--- src/common/gat_consts.svh ---
`ifndef GAT_CONSTS_SVH
`define GAT_CONSTS_SVH

// Datapath sizes
`define GAT_DATA_W      8
`define GAT_IN_FEATS    8
`define GAT_OUT_FEATS   4
`define GAT_ACC_W       20
`define GAT_SCORE_W     30
`define GAT_ROW_W       8
`define GAT_FIFO_DEPTH  4

// Wishbone register map, word addresses
`define GAT_WB_ADR_W    6
`define GAT_REG_CTRL    0
`define GAT_REG_STATUS  1
`define GAT_REG_W_BASE  8
`define GAT_REG_A_BASE  40

`endif

--- src/common/gat_pkg.sv ---
`include "gat_consts.svh"

package gat_pkg;

  typedef logic [`GAT_DATA_W-1:0] data_t;
  typedef logic [`GAT_OUT_FEATS-1:0][`GAT_ACC_W-1:0] wh_feats_t;
  typedef data_t [`GAT_OUT_FEATS-1:0] w_row_t;
  typedef data_t [`GAT_OUT_FEATS-1:0] a_vec_t;
  typedef logic [`GAT_SCORE_W-1:0] score_t;
  typedef logic [`GAT_ROW_W-1:0] row_id_t;
  typedef logic [31:0] wb_data_t;

  // One record per finished row
  typedef struct packed {
    row_id_t   row;
    wh_feats_t feats;
    score_t    score;
  } gat_result_t;

  typedef enum logic {SPMM_ACCUM, SPMM_EMIT} spmm_state_e;
  typedef enum logic [1:0] {ATTN_IDLE, ATTN_MAC, ATTN_PUSH} attn_state_e;
  typedef enum logic [2:0] {
    REGION_CTRL, REGION_STATUS, REGION_W, REGION_A, REGION_NONE
  } cfg_region_e;

endpackage

--- src/common/wh_if.sv ---
interface wh_if import gat_pkg::*; ();

  logic      valid;
  logic      ready;
  row_id_t   row;
  wh_feats_t feats;

  // Producer side, SPMM engine
  modport src (output valid, output row, output feats, input ready);

  // Consumer side, attention unit
  modport dst (input valid, input row, input feats, output ready);

endinterface

--- src/gat_cfg_regs.sv ---
`include "gat_consts.svh"

module gat_cfg_regs import gat_pkg::*; (
  input  logic                          clk,
  input  logic                          rst_n,
  input  logic                          wb_cyc_i,
  input  logic                          wb_stb_i,
  input  logic                          wb_we_i,
  input  logic [`GAT_WB_ADR_W-1:0]      wb_adr_i,
  input  wb_data_t                      wb_dat_i,
  output wb_data_t                      wb_dat_o,
  output logic                          wb_ack_o,
  input  logic [$clog2(`GAT_IN_FEATS)-1:0] w_sel_i,
  output w_row_t                        w_row_o,
  output a_vec_t                        a_vec_o,
  output logic                          enable_o,
  input  logic                          row_done_i
);

  cfg_region_e               region;
  logic                      ack_q;
  logic                      wr_en;
  logic                      enable_q;
  wb_data_t                  row_cnt_q;
  logic [`GAT_WB_ADR_W-1:0]  w_off;
  logic [`GAT_WB_ADR_W-1:0]  a_off;
  w_row_t                    w_mem [`GAT_IN_FEATS];
  a_vec_t                    a_q;

  always_comb begin
    region = REGION_NONE;
    if (wb_adr_i == `GAT_REG_CTRL)
      region = REGION_CTRL;
    else if (wb_adr_i == `GAT_REG_STATUS)
      region = REGION_STATUS;
    else if (wb_adr_i >= `GAT_REG_W_BASE &&
             wb_adr_i < `GAT_REG_W_BASE + `GAT_IN_FEATS * `GAT_OUT_FEATS)
      region = REGION_W;
    else if (wb_adr_i >= `GAT_REG_A_BASE && wb_adr_i < `GAT_REG_A_BASE + `GAT_OUT_FEATS)
      region = REGION_A;
  end

  // Row in bits 4:2, feature in bits 1:0
  assign w_off = wb_adr_i - `GAT_REG_W_BASE;
  assign a_off = wb_adr_i - `GAT_REG_A_BASE;

  assign wb_ack_o = ack_q && wb_cyc_i && wb_stb_i;
  assign wr_en    = wb_ack_o && wb_we_i;

  always_comb begin
    case (region)
      REGION_CTRL:   wb_dat_o = wb_data_t'(enable_q);
      REGION_STATUS: wb_dat_o = row_cnt_q;
      REGION_W:      wb_dat_o = wb_data_t'(w_mem[w_off[4:2]][w_off[1:0]]);
      REGION_A:      wb_dat_o = wb_data_t'(a_q[a_off[1:0]]);
      default:       wb_dat_o = '0;
    endcase
  end

  always_ff @(posedge clk) begin
    if (!rst_n) begin
      ack_q     <= 1'b0;
      enable_q  <= 1'b0;
      row_cnt_q <= '0;
    end else begin
      ack_q <= wb_cyc_i && wb_stb_i && !ack_q;
      if (wr_en && region == REGION_CTRL)
        enable_q <= wb_dat_i[0];
      // A status write wins over a finishing row
      if (wr_en && region == REGION_STATUS)
        row_cnt_q <= '0;
      else if (row_done_i)
        row_cnt_q <= row_cnt_q + 1'b1;
    end
  end

  always_ff @(posedge clk) begin
    if (wr_en && region == REGION_W)
      w_mem[w_off[4:2]][w_off[1:0]] <= wb_dat_i[`GAT_DATA_W-1:0];
    if (wr_en && region == REGION_A)
      a_q[a_off[1:0]] <= wb_dat_i[`GAT_DATA_W-1:0];
  end

  assign w_row_o  = w_mem[w_sel_i];
  assign a_vec_o  = a_q;
  assign enable_o = enable_q;

  a_ack_after_req: assert property (@(posedge clk) disable iff (!rst_n)
    wb_ack_o |-> $past(wb_cyc_i && wb_stb_i));

endmodule

--- src/spmm/spmm_row_engine.sv ---
`include "gat_consts.svh"

module spmm_row_engine import gat_pkg::*; (
  input  logic                             clk,
  input  logic                             rst_n,
  input  logic                             enable_i,
  input  logic                             h_valid_i,
  input  logic [$clog2(`GAT_IN_FEATS)-1:0] h_col_i,
  input  data_t                            h_val_i,
  input  logic                             h_last_i,
  output logic                             h_ready_o,
  output logic [$clog2(`GAT_IN_FEATS)-1:0] w_sel_o,
  input  w_row_t                           w_row_i,
  wh_if.src                                wh
);

  spmm_state_e              state_q;
  wh_feats_t                acc_q;
  row_id_t                  row_q;
  logic                     h_fire;
  logic                     wh_fire;
  logic [2*`GAT_DATA_W-1:0] prod [`GAT_OUT_FEATS];

  // W row lookup follows the column of the entry on the bus
  assign w_sel_o = h_col_i;

  assign h_ready_o = enable_i && (state_q == SPMM_ACCUM);
  assign h_fire    = h_valid_i && h_ready_o;
  assign wh_fire   = wh.valid && wh.ready;

  always_comb begin
    for (int f = 0; f < `GAT_OUT_FEATS; f++) begin
      prod[f] = h_val_i * w_row_i[f];
    end
  end

  always_ff @(posedge clk) begin
    if (!rst_n) begin
      state_q <= SPMM_ACCUM;
      acc_q   <= '0;
      row_q   <= '0;
    end else begin
      case (state_q)
        SPMM_ACCUM: begin
          if (h_fire) begin
            for (int f = 0; f < `GAT_OUT_FEATS; f++) begin
              acc_q[f] <= acc_q[f] + prod[f];
            end
            if (h_last_i)
              state_q <= SPMM_EMIT;
          end
        end
        SPMM_EMIT: begin
          // Row handed over, start the next one from zero
          if (wh_fire) begin
            acc_q   <= '0;
            row_q   <= row_q + 1'b1;
            state_q <= SPMM_ACCUM;
          end
        end
        default: begin
          state_q <= SPMM_ACCUM;
        end
      endcase
    end
  end

  assign wh.valid = (state_q == SPMM_EMIT);
  assign wh.row   = row_q;
  assign wh.feats = acc_q;

  // After the last entry, input stays closed until the row is taken
  a_no_accept_in_emit: assert property (@(posedge clk) disable iff (!rst_n)
    (h_fire && h_last_i) |=> (wh.valid && !h_fire) until_with wh_fire);

endmodule

--- src/attn_score.sv ---
`include "gat_consts.svh"

module attn_score import gat_pkg::*; (
  input  logic        clk,
  input  logic        rst_n,
  wh_if.dst           wh,
  input  a_vec_t      a_vec_i,
  input  logic        fifo_full_i,
  output logic        push_o,
  output gat_result_t push_data_o,
  output logic        row_done_o
);

  attn_state_e                       state_q;
  logic [$clog2(`GAT_OUT_FEATS)-1:0] step_q;
  row_id_t                           row_q;
  wh_feats_t                         feats_q;
  score_t                            score_q;

  assign wh.ready   = (state_q == ATTN_IDLE);
  assign push_o     = (state_q == ATTN_PUSH) && !fifo_full_i;
  assign row_done_o = push_o;

  always_ff @(posedge clk) begin
    if (!rst_n) begin
      state_q <= ATTN_IDLE;
      step_q  <= '0;
    end else begin
      case (state_q)
        ATTN_IDLE: begin
          step_q <= '0;
          if (wh.valid)
            state_q <= ATTN_MAC;
        end
        ATTN_MAC: begin
          step_q <= step_q + 1'b1;
          if (step_q == `GAT_OUT_FEATS - 1)
            state_q <= ATTN_PUSH;
        end
        ATTN_PUSH: begin
          if (!fifo_full_i)
            state_q <= ATTN_IDLE;
        end
        default: state_q <= ATTN_IDLE;
      endcase
    end
  end

  // One feature per cycle into the score
  always_ff @(posedge clk) begin
    if (state_q == ATTN_IDLE && wh.valid) begin
      row_q   <= wh.row;
      feats_q <= wh.feats;
      score_q <= '0;
    end else if (state_q == ATTN_MAC) begin
      score_q <= score_q + feats_q[step_q] * a_vec_i[step_q];
    end
  end

  always_comb begin
    push_data_o.row   = row_q;
    push_data_o.feats = feats_q;
    push_data_o.score = score_q;
  end

  // A result held back by a full FIFO stays unchanged
  a_hold_while_full: assert property (@(posedge clk) disable iff (!rst_n)
    (state_q == ATTN_PUSH && fifo_full_i) |=> $stable(push_data_o));

endmodule

--- src/result_fifo.sv ---
`include "gat_consts.svh"

module result_fifo import gat_pkg::*; #(
  parameter int DEPTH = `GAT_FIFO_DEPTH
) (
  input  logic        clk,
  input  logic        rst_n,
  input  logic        push_i,
  input  gat_result_t push_data_i,
  input  logic        pop_i,
  output gat_result_t pop_data_o,
  output logic        full_o,
  output logic        empty_o
);

  localparam int PTR_W = $clog2(DEPTH);

  gat_result_t      mem [DEPTH];
  logic [PTR_W-1:0] wr_ptr_q;
  logic [PTR_W-1:0] rd_ptr_q;
  logic [PTR_W:0]   count_q;

  assign full_o     = (count_q == DEPTH);
  assign empty_o    = (count_q == 0);
  assign pop_data_o = mem[rd_ptr_q];

  // Pointers wrap on their own since DEPTH is a power of two
  always_ff @(posedge clk) begin
    if (!rst_n) begin
      wr_ptr_q <= '0;
      rd_ptr_q <= '0;
      count_q  <= '0;
    end else begin
      if (push_i)
        wr_ptr_q <= wr_ptr_q + 1'b1;
      if (pop_i)
        rd_ptr_q <= rd_ptr_q + 1'b1;
      count_q <= count_q + push_i - pop_i;
    end
  end

  always_ff @(posedge clk) begin
    if (push_i)
      mem[wr_ptr_q] <= push_data_i;
  end

  a_no_pop_empty: assert property (@(posedge clk) disable iff (!rst_n) pop_i |-> !empty_o);
  a_no_push_full: assert property (@(posedge clk) disable iff (!rst_n) push_i |-> !full_o);

endmodule

--- src/gat_scheduler.sv ---
`include "gat_consts.svh"

module gat_scheduler import gat_pkg::*; (
  input  logic                                   clk,
  input  logic                                   rst_n,
  input  logic                                   wb_cyc_i,
  input  logic                                   wb_stb_i,
  input  logic                                   wb_we_i,
  input  logic [`GAT_WB_ADR_W-1:0]               wb_adr_i,
  input  wb_data_t                               wb_dat_i,
  output wb_data_t                               wb_dat_o,
  output logic                                   wb_ack_o,
  input  logic                                   h_valid_i,
  input  logic [$clog2(`GAT_IN_FEATS)-1:0]       h_col_i,
  input  data_t                                  h_val_i,
  input  logic                                   h_last_i,
  output logic                                   h_ready_o,
  output logic                                   res_valid_o,
  input  logic                                   res_ready_i,
  output row_id_t                                res_row_o,
  output logic [`GAT_OUT_FEATS*`GAT_ACC_W-1:0]   res_feats_o,
  output score_t                                 res_score_o
);

  logic [$clog2(`GAT_IN_FEATS)-1:0] w_sel;
  w_row_t                           w_row;
  a_vec_t                           a_vec;
  logic                             enable;
  logic                             row_done;
  logic                             push;
  gat_result_t                      push_data;
  gat_result_t                      pop_data;
  logic                             fifo_full;
  logic                             fifo_empty;
  logic                             pop;

  wh_if u_wh ();

  gat_cfg_regs u_cfg_regs (
    .clk        (clk),
    .rst_n      (rst_n),
    .wb_cyc_i   (wb_cyc_i),
    .wb_stb_i   (wb_stb_i),
    .wb_we_i    (wb_we_i),
    .wb_adr_i   (wb_adr_i),
    .wb_dat_i   (wb_dat_i),
    .wb_dat_o   (wb_dat_o),
    .wb_ack_o   (wb_ack_o),
    .w_sel_i    (w_sel),
    .w_row_o    (w_row),
    .a_vec_o    (a_vec),
    .enable_o   (enable),
    .row_done_i (row_done)
  );

  spmm_row_engine u_spmm (
    .clk       (clk),
    .rst_n     (rst_n),
    .enable_i  (enable),
    .h_valid_i (h_valid_i),
    .h_col_i   (h_col_i),
    .h_val_i   (h_val_i),
    .h_last_i  (h_last_i),
    .h_ready_o (h_ready_o),
    .w_sel_o   (w_sel),
    .w_row_i   (w_row),
    .wh        (u_wh.src)
  );

  attn_score u_attn (
    .clk         (clk),
    .rst_n       (rst_n),
    .wh          (u_wh.dst),
    .a_vec_i     (a_vec),
    .fifo_full_i (fifo_full),
    .push_o      (push),
    .push_data_o (push_data),
    .row_done_o  (row_done)
  );

  result_fifo #(
    .DEPTH (`GAT_FIFO_DEPTH)
  ) u_res_fifo (
    .clk         (clk),
    .rst_n       (rst_n),
    .push_i      (push),
    .push_data_i (push_data),
    .pop_i       (pop),
    .pop_data_o  (pop_data),
    .full_o      (fifo_full),
    .empty_o     (fifo_empty)
  );

  assign res_valid_o = !fifo_empty;
  assign pop         = res_valid_o && res_ready_i;
  assign res_row_o   = pop_data.row;
  assign res_feats_o = pop_data.feats;
  assign res_score_o = pop_data.score;

endmodule

--- config.mk ---
export PLATFORM = sky130hd
export DESIGN_NAME = gat_scheduler
export DESIGN_NICKNAME = d
export VERILOG_FILES = /design/src/common/gat_pkg.sv /design/src/common/wh_if.sv /design/src/gat_cfg_regs.sv /design/src/spmm/spmm_row_engine.sv /design/src/attn_score.sv /design/src/result_fifo.sv /design/src/gat_scheduler.sv
export VERILOG_INCLUDE_DIRS = /design/src /design/src/common
export SDC_FILE = /design/constraint.sdc
export NUM_CORES = 2
export LEC_CHECK = 0
export ABC_AREA = 1
export BUFFER_PORTS_ARGS = -buffer_cell sky130_fd_sc_hd__buf_2
export CAP_MARGIN = 20
export CORE_UTILIZATION = 50
export CTS_CLUSTER_SIZE = 14
export DETAILED_ROUTE_END_ITERATION = 10
export HOLD_SLACK_MARGIN = 0.12
export PLACE_DENSITY = 0.65
export SLEW_MARGIN = 20
export SYNTH_ARGS = -nofsm -noshare
export SYNTH_HDL_FRONTEND = slang
export SYNTH_HIERARCHICAL = 1
export SYNTH_SLANG_ARGS = --single-unit
--- constraint.sdc ---
create_clock -name clk -period 6.5 [get_ports clk]
set_clock_uncertainty 0.15 [all_clocks]
set_input_delay 1.3 -clock clk [delete_from_list [all_inputs] [get_ports clk]]
set_output_delay 1.3 -clock clk [all_outputs]
set_load 0.02 [all_outputs]
==> metrics.csv <==
metric,value,unit
launching point of the worst reg2reg path,u_attn/step_q[1]$_SDFFE_PN0P_,
share of cells above drive strength 1,0.08762,
Die Ht,352.6,um
Hold WS,0.2618,ns
Switching Fraction,0.3560,
CP startpoint kind,flop,
setup violators final,0,
Worst Path Max Fanout,18,
Vias/cell,5.303,
Num CTS Buffers,105,
Sw Pwr,7.047,mW
worst reg2reg path endpoint,u_attn/score_q[14]$_SDFFE_PP0P_,
Final Hold Viols,0,
via count,46109,
pre-CTS WS,0.1810,ns
first-pass GRT wire length,249200,um
"Slew Viols, Final",0,
Lkg Pwr,30.70,nW
WHS Endpoint,u_attn/push_data_o[89]$_DFFE_PP_,
crit-path cells,inv_2 > buf_4 > a21oi_1 > a32oi_2 > inv_2 > nor2_1 > fa_1 > fa_1 > fa_1 > inv_1 > fa_1 > inv_1 > ha_1 > nand2_2 > inv_1 > a21oi_1 > nand2_2 > a21oi_1 > xor2_1 > nand2_1 > nand2_1 > inv_1,
number of synthesized flops with an enable pin,848,
row cnt,128,
post-route ant nets,0,
Tot GR Track Use,0.2582,
Syn. warnings,6,
Post-Syn Area,61460,sq um
detailed-route wire length per cell,18.57,um
Initial Util,0.5043,
GP Congestion,0.9358,
Slowest Stage Delay on Critical Path,0.55,ns
CTS root buf,clkbuf_16,
Worst Hold Path Cells,0,
Slew headroom,0.2773,
H-tree Lvls,3,
Worst Tran Pin Value,1.083,ns
min Tclk post-route,5.847,ns
clk_lat worst skew,0.73,ns
Die Area,124300,sq um
combinational share of power,0.330,
Critical Path AT,6.32,ns
DP HPWL,114100,um
P_int,12.75,mW
vias in the first global route,44259,
synthesized net count,7464,
final wirelength,161500,um
io pins,210,
Resized Gates After CTS,0,
worst setup margin,0.6532,ns
Post-Syn Area per Cell,8.981,sq um
Post-synth top flop,edfxtp_1,
Seq pwr share,0.368,
Worst Setup Path Type,reg2reg,
worst min-delay path class,reg2reg,
CP Capture Type,flop,
hold_sp,u_spmm/wh.feats[59]$_SDFFE_PN0P_,
pin count of the biggest net entering global routing,197,
outcome,finished clean,
crit path max-delay cell type,fa_1,
Max Freq,171.0,MHz
cell count after synthesis,6843,
fin crit share,0.8995,
pwr dens,291.7,nW/um^2
Max Buffers Root-to-Sink,3,
Clock power frac,0.301,
Post-CTS Setup Bufs,0,
total negative setup slack,0,ns
Final Net Count,7597,
Port Buf Inserts,185,
CP required,6.98,ns
max capacitance violation total,0,
Cell variety after synth,50,
DRT Pass-1 Iters,8,
DRT iter0 DRCs,4272,
Worst Reg-to-Reg Cells,22,
Die X,352.6,um
async set-reset flop share out of synthesis,0,
Area growth syn-to-layout,10.40,%
RSZ-0062 raised after global routing,false,
CTS tree,yes,
core area,121900,sq um
grt ovf,0,
CTS Sinks,1014,
Max VDD drop,0.0002358,V
worst reg2reg setup slack,0.65,ns
initial antenna violation count,13,
synthesized flop and latch total,1014,
# hold bufs at CTS,0,
"Reg clk slew, reported paths",0.06,ns
DRC Markers,0,
"Seq/Total Area, Yosys",0.4684,
==> state kept, by name, indices dropped and copies added (netlist names), 2 cells and up, named ones only <==
register and cells:
u_cfg_regs/w_mem 256, u_cfg_regs/a_vec_o 32, u_attn/score_q 30, u_res_fifo/count_q 3, u_attn/state_q 2, u_spmm/wh.row 8, u_attn/row_q 8, u_res_fifo/wr_ptr_q 2
u_spmm/wh.feats 80, u_cfg_regs/row_cnt_q 32, u_res_fifo/rd_ptr_q 2, u_res_fifo/mem 472, u_attn/step_q 2, u_attn/push_data_o 80
==> placed cells by master, fill, tap and decap left out, types with 5 or more instances in the layout <==
master	count
a21oi_1	329
a32oi_2	26
buf_12	33
buf_2	182
buf_4	117
bufinv_16	7
clkbuf_1	26
clkbuf_16	107
clkinv_1	18
clkinv_2	23
dfxtp_1	163
diode_2	5
edfxtp_1	848
fa_1	335
ha_1	229
inv_1	1311
inv_2	45
inv_4	7
nand2_1	1719
nand2_2	8
nand3_1	394
nand3b_1	10
nand4_1	34
nor2_1	517
nor2_2	20
nor3_1	18
o211ai_1	124
o21a_1	13
o21ai_0	245
o21bai_1	11
o32ai_1	64
or2_2	5
xor2_1	16
==> power groups by stage <==
stage               combinational, mW  sequential (mW)  clock, mW
floorplan                        4.78             7.30          0
global placement                 6.41             7.43          0
detailed placement               6.51             7.43          0
global route                     7.45             7.32       6.29
finish                           6.54             7.29       5.96
CTS                              6.54             7.29       6.05
==> layout make-up <==
type / instances / area [sq um]
Fill cell: 10772 / 54020
Sequential cell: 1014 / 28800
Clock inverter: 60 / 608.1
Multi-Input combinational cell: 4156 / 25990
Antenna cell: 5 / 12.51
Clock buffer: 136 / 2816
Timing Repair Buffer: 332 / 2450
Inverter: 1367 / 5150
Tap cell: 1625 / 2033
==> through the flow <==
| step | power [mW] | utilization | instances | cell area [sq um] |
|---|---|---|---|---|
| 2_1_floorplan | 12.08 | - | 6843 | 61460 |
| 3_3_place_gp | 13.84 | 0.5285 | 8494 | 64410 |
| 3_5_place_dp | 13.94 | 0.5285 | 8494 | 64410 |
| 4_1_cts | 19.89 | 0.5566 | 8690 | 67840 |
| 5_1_grt | 21.05 | 0.5567 | 8693 | 67850 |
| 6_report | 19.79 | 0.5567 | 8695 | 67850 |
==> worst max-delay path by stage <==
stage                                                  end  cells after the start  slack, ns                     startpoint
after floorplan           u_spmm/wh.feats[10]$_SDFFE_PN0P_                     26       0.48                     h_col_i[0]
after global placement    u_spmm/wh.feats[16]$_SDFFE_PN0P_                     26       0.24                     h_col_i[0]
after detailed placement  u_spmm/wh.feats[18]$_SDFFE_PN0P_                     26       0.18                     h_col_i[0]
after CTS                  u_attn/score_q[21]$_SDFFE_PP0P_                     22       0.70  u_attn/step_q[1]$_SDFFE_PN0P_
after global routing       u_attn/score_q[14]$_SDFFE_PP0P_                     22       0.33  u_attn/step_q[1]$_SDFFE_PN0P_
final                      u_attn/score_q[14]$_SDFFE_PP0P_                     22       0.65  u_attn/step_q[1]$_SDFFE_PN0P_
==> Yosys cell counts, types with 42 or more instances <==
cell type	instances	share of area
a21oi_1	329	0.027
buf_2	107	0.0087
buf_4	42	0.0051
clkbuf_1	111	0.0068
dfxtp_1	166	0.054
edfxtp_1	848	0.41
fa_1	335	0.11
ha_1	229	0.047
inv_1	1319	0.081
inv_2	43	0.0026
nand2_1	1720	0.11
nand3_1	394	0.032
nor2_1	518	0.032
o211ai_1	124	0.015
o21ai_0	245	0.020
o32ai_1	64	0.0091
==> worst max-delay path, delay by kind of cell (launching register included) <==
kind / cells / cell delay, ns
AND/OR/NAND/NOR: 5 / 0.59
buffers and inverters: 7 / 1.15
XOR/XNOR: 1 / 0.24
adder cells (fa/ha/maj): 5 / 2.41
flip-flops: 1 / 0.33
AO/OA/AOI/OAI: 4 / 0.90
==> cells by family after synthesis <==
| group | after synthesis | share of synthesized area |
|---|---|---|
| AOI/OAI and AO/OA | 825 | 0.08267 |
| xor gates and xnor gates | 20 | 0.002850 |
| adders and majority gates | 564 | 0.1557 |
| buffers and inverters | 1673 | 0.1089 |
| DFF | 1014 | 0.4684 |
| and+or+nand+nor | 2747 | 0.1815 |
==> routing by layer <==
layer  vias to the layer above  routed length [um]  global-route usage
met4                        14                6082              0.1035
met5                         -                  77                   0
met3                       285               11590             0.03746
met1                     22124               69150              0.3490
li1                      22062                   -                   -
met2                      1624               74600              0.4189
(Power assumes the default switching activity.)
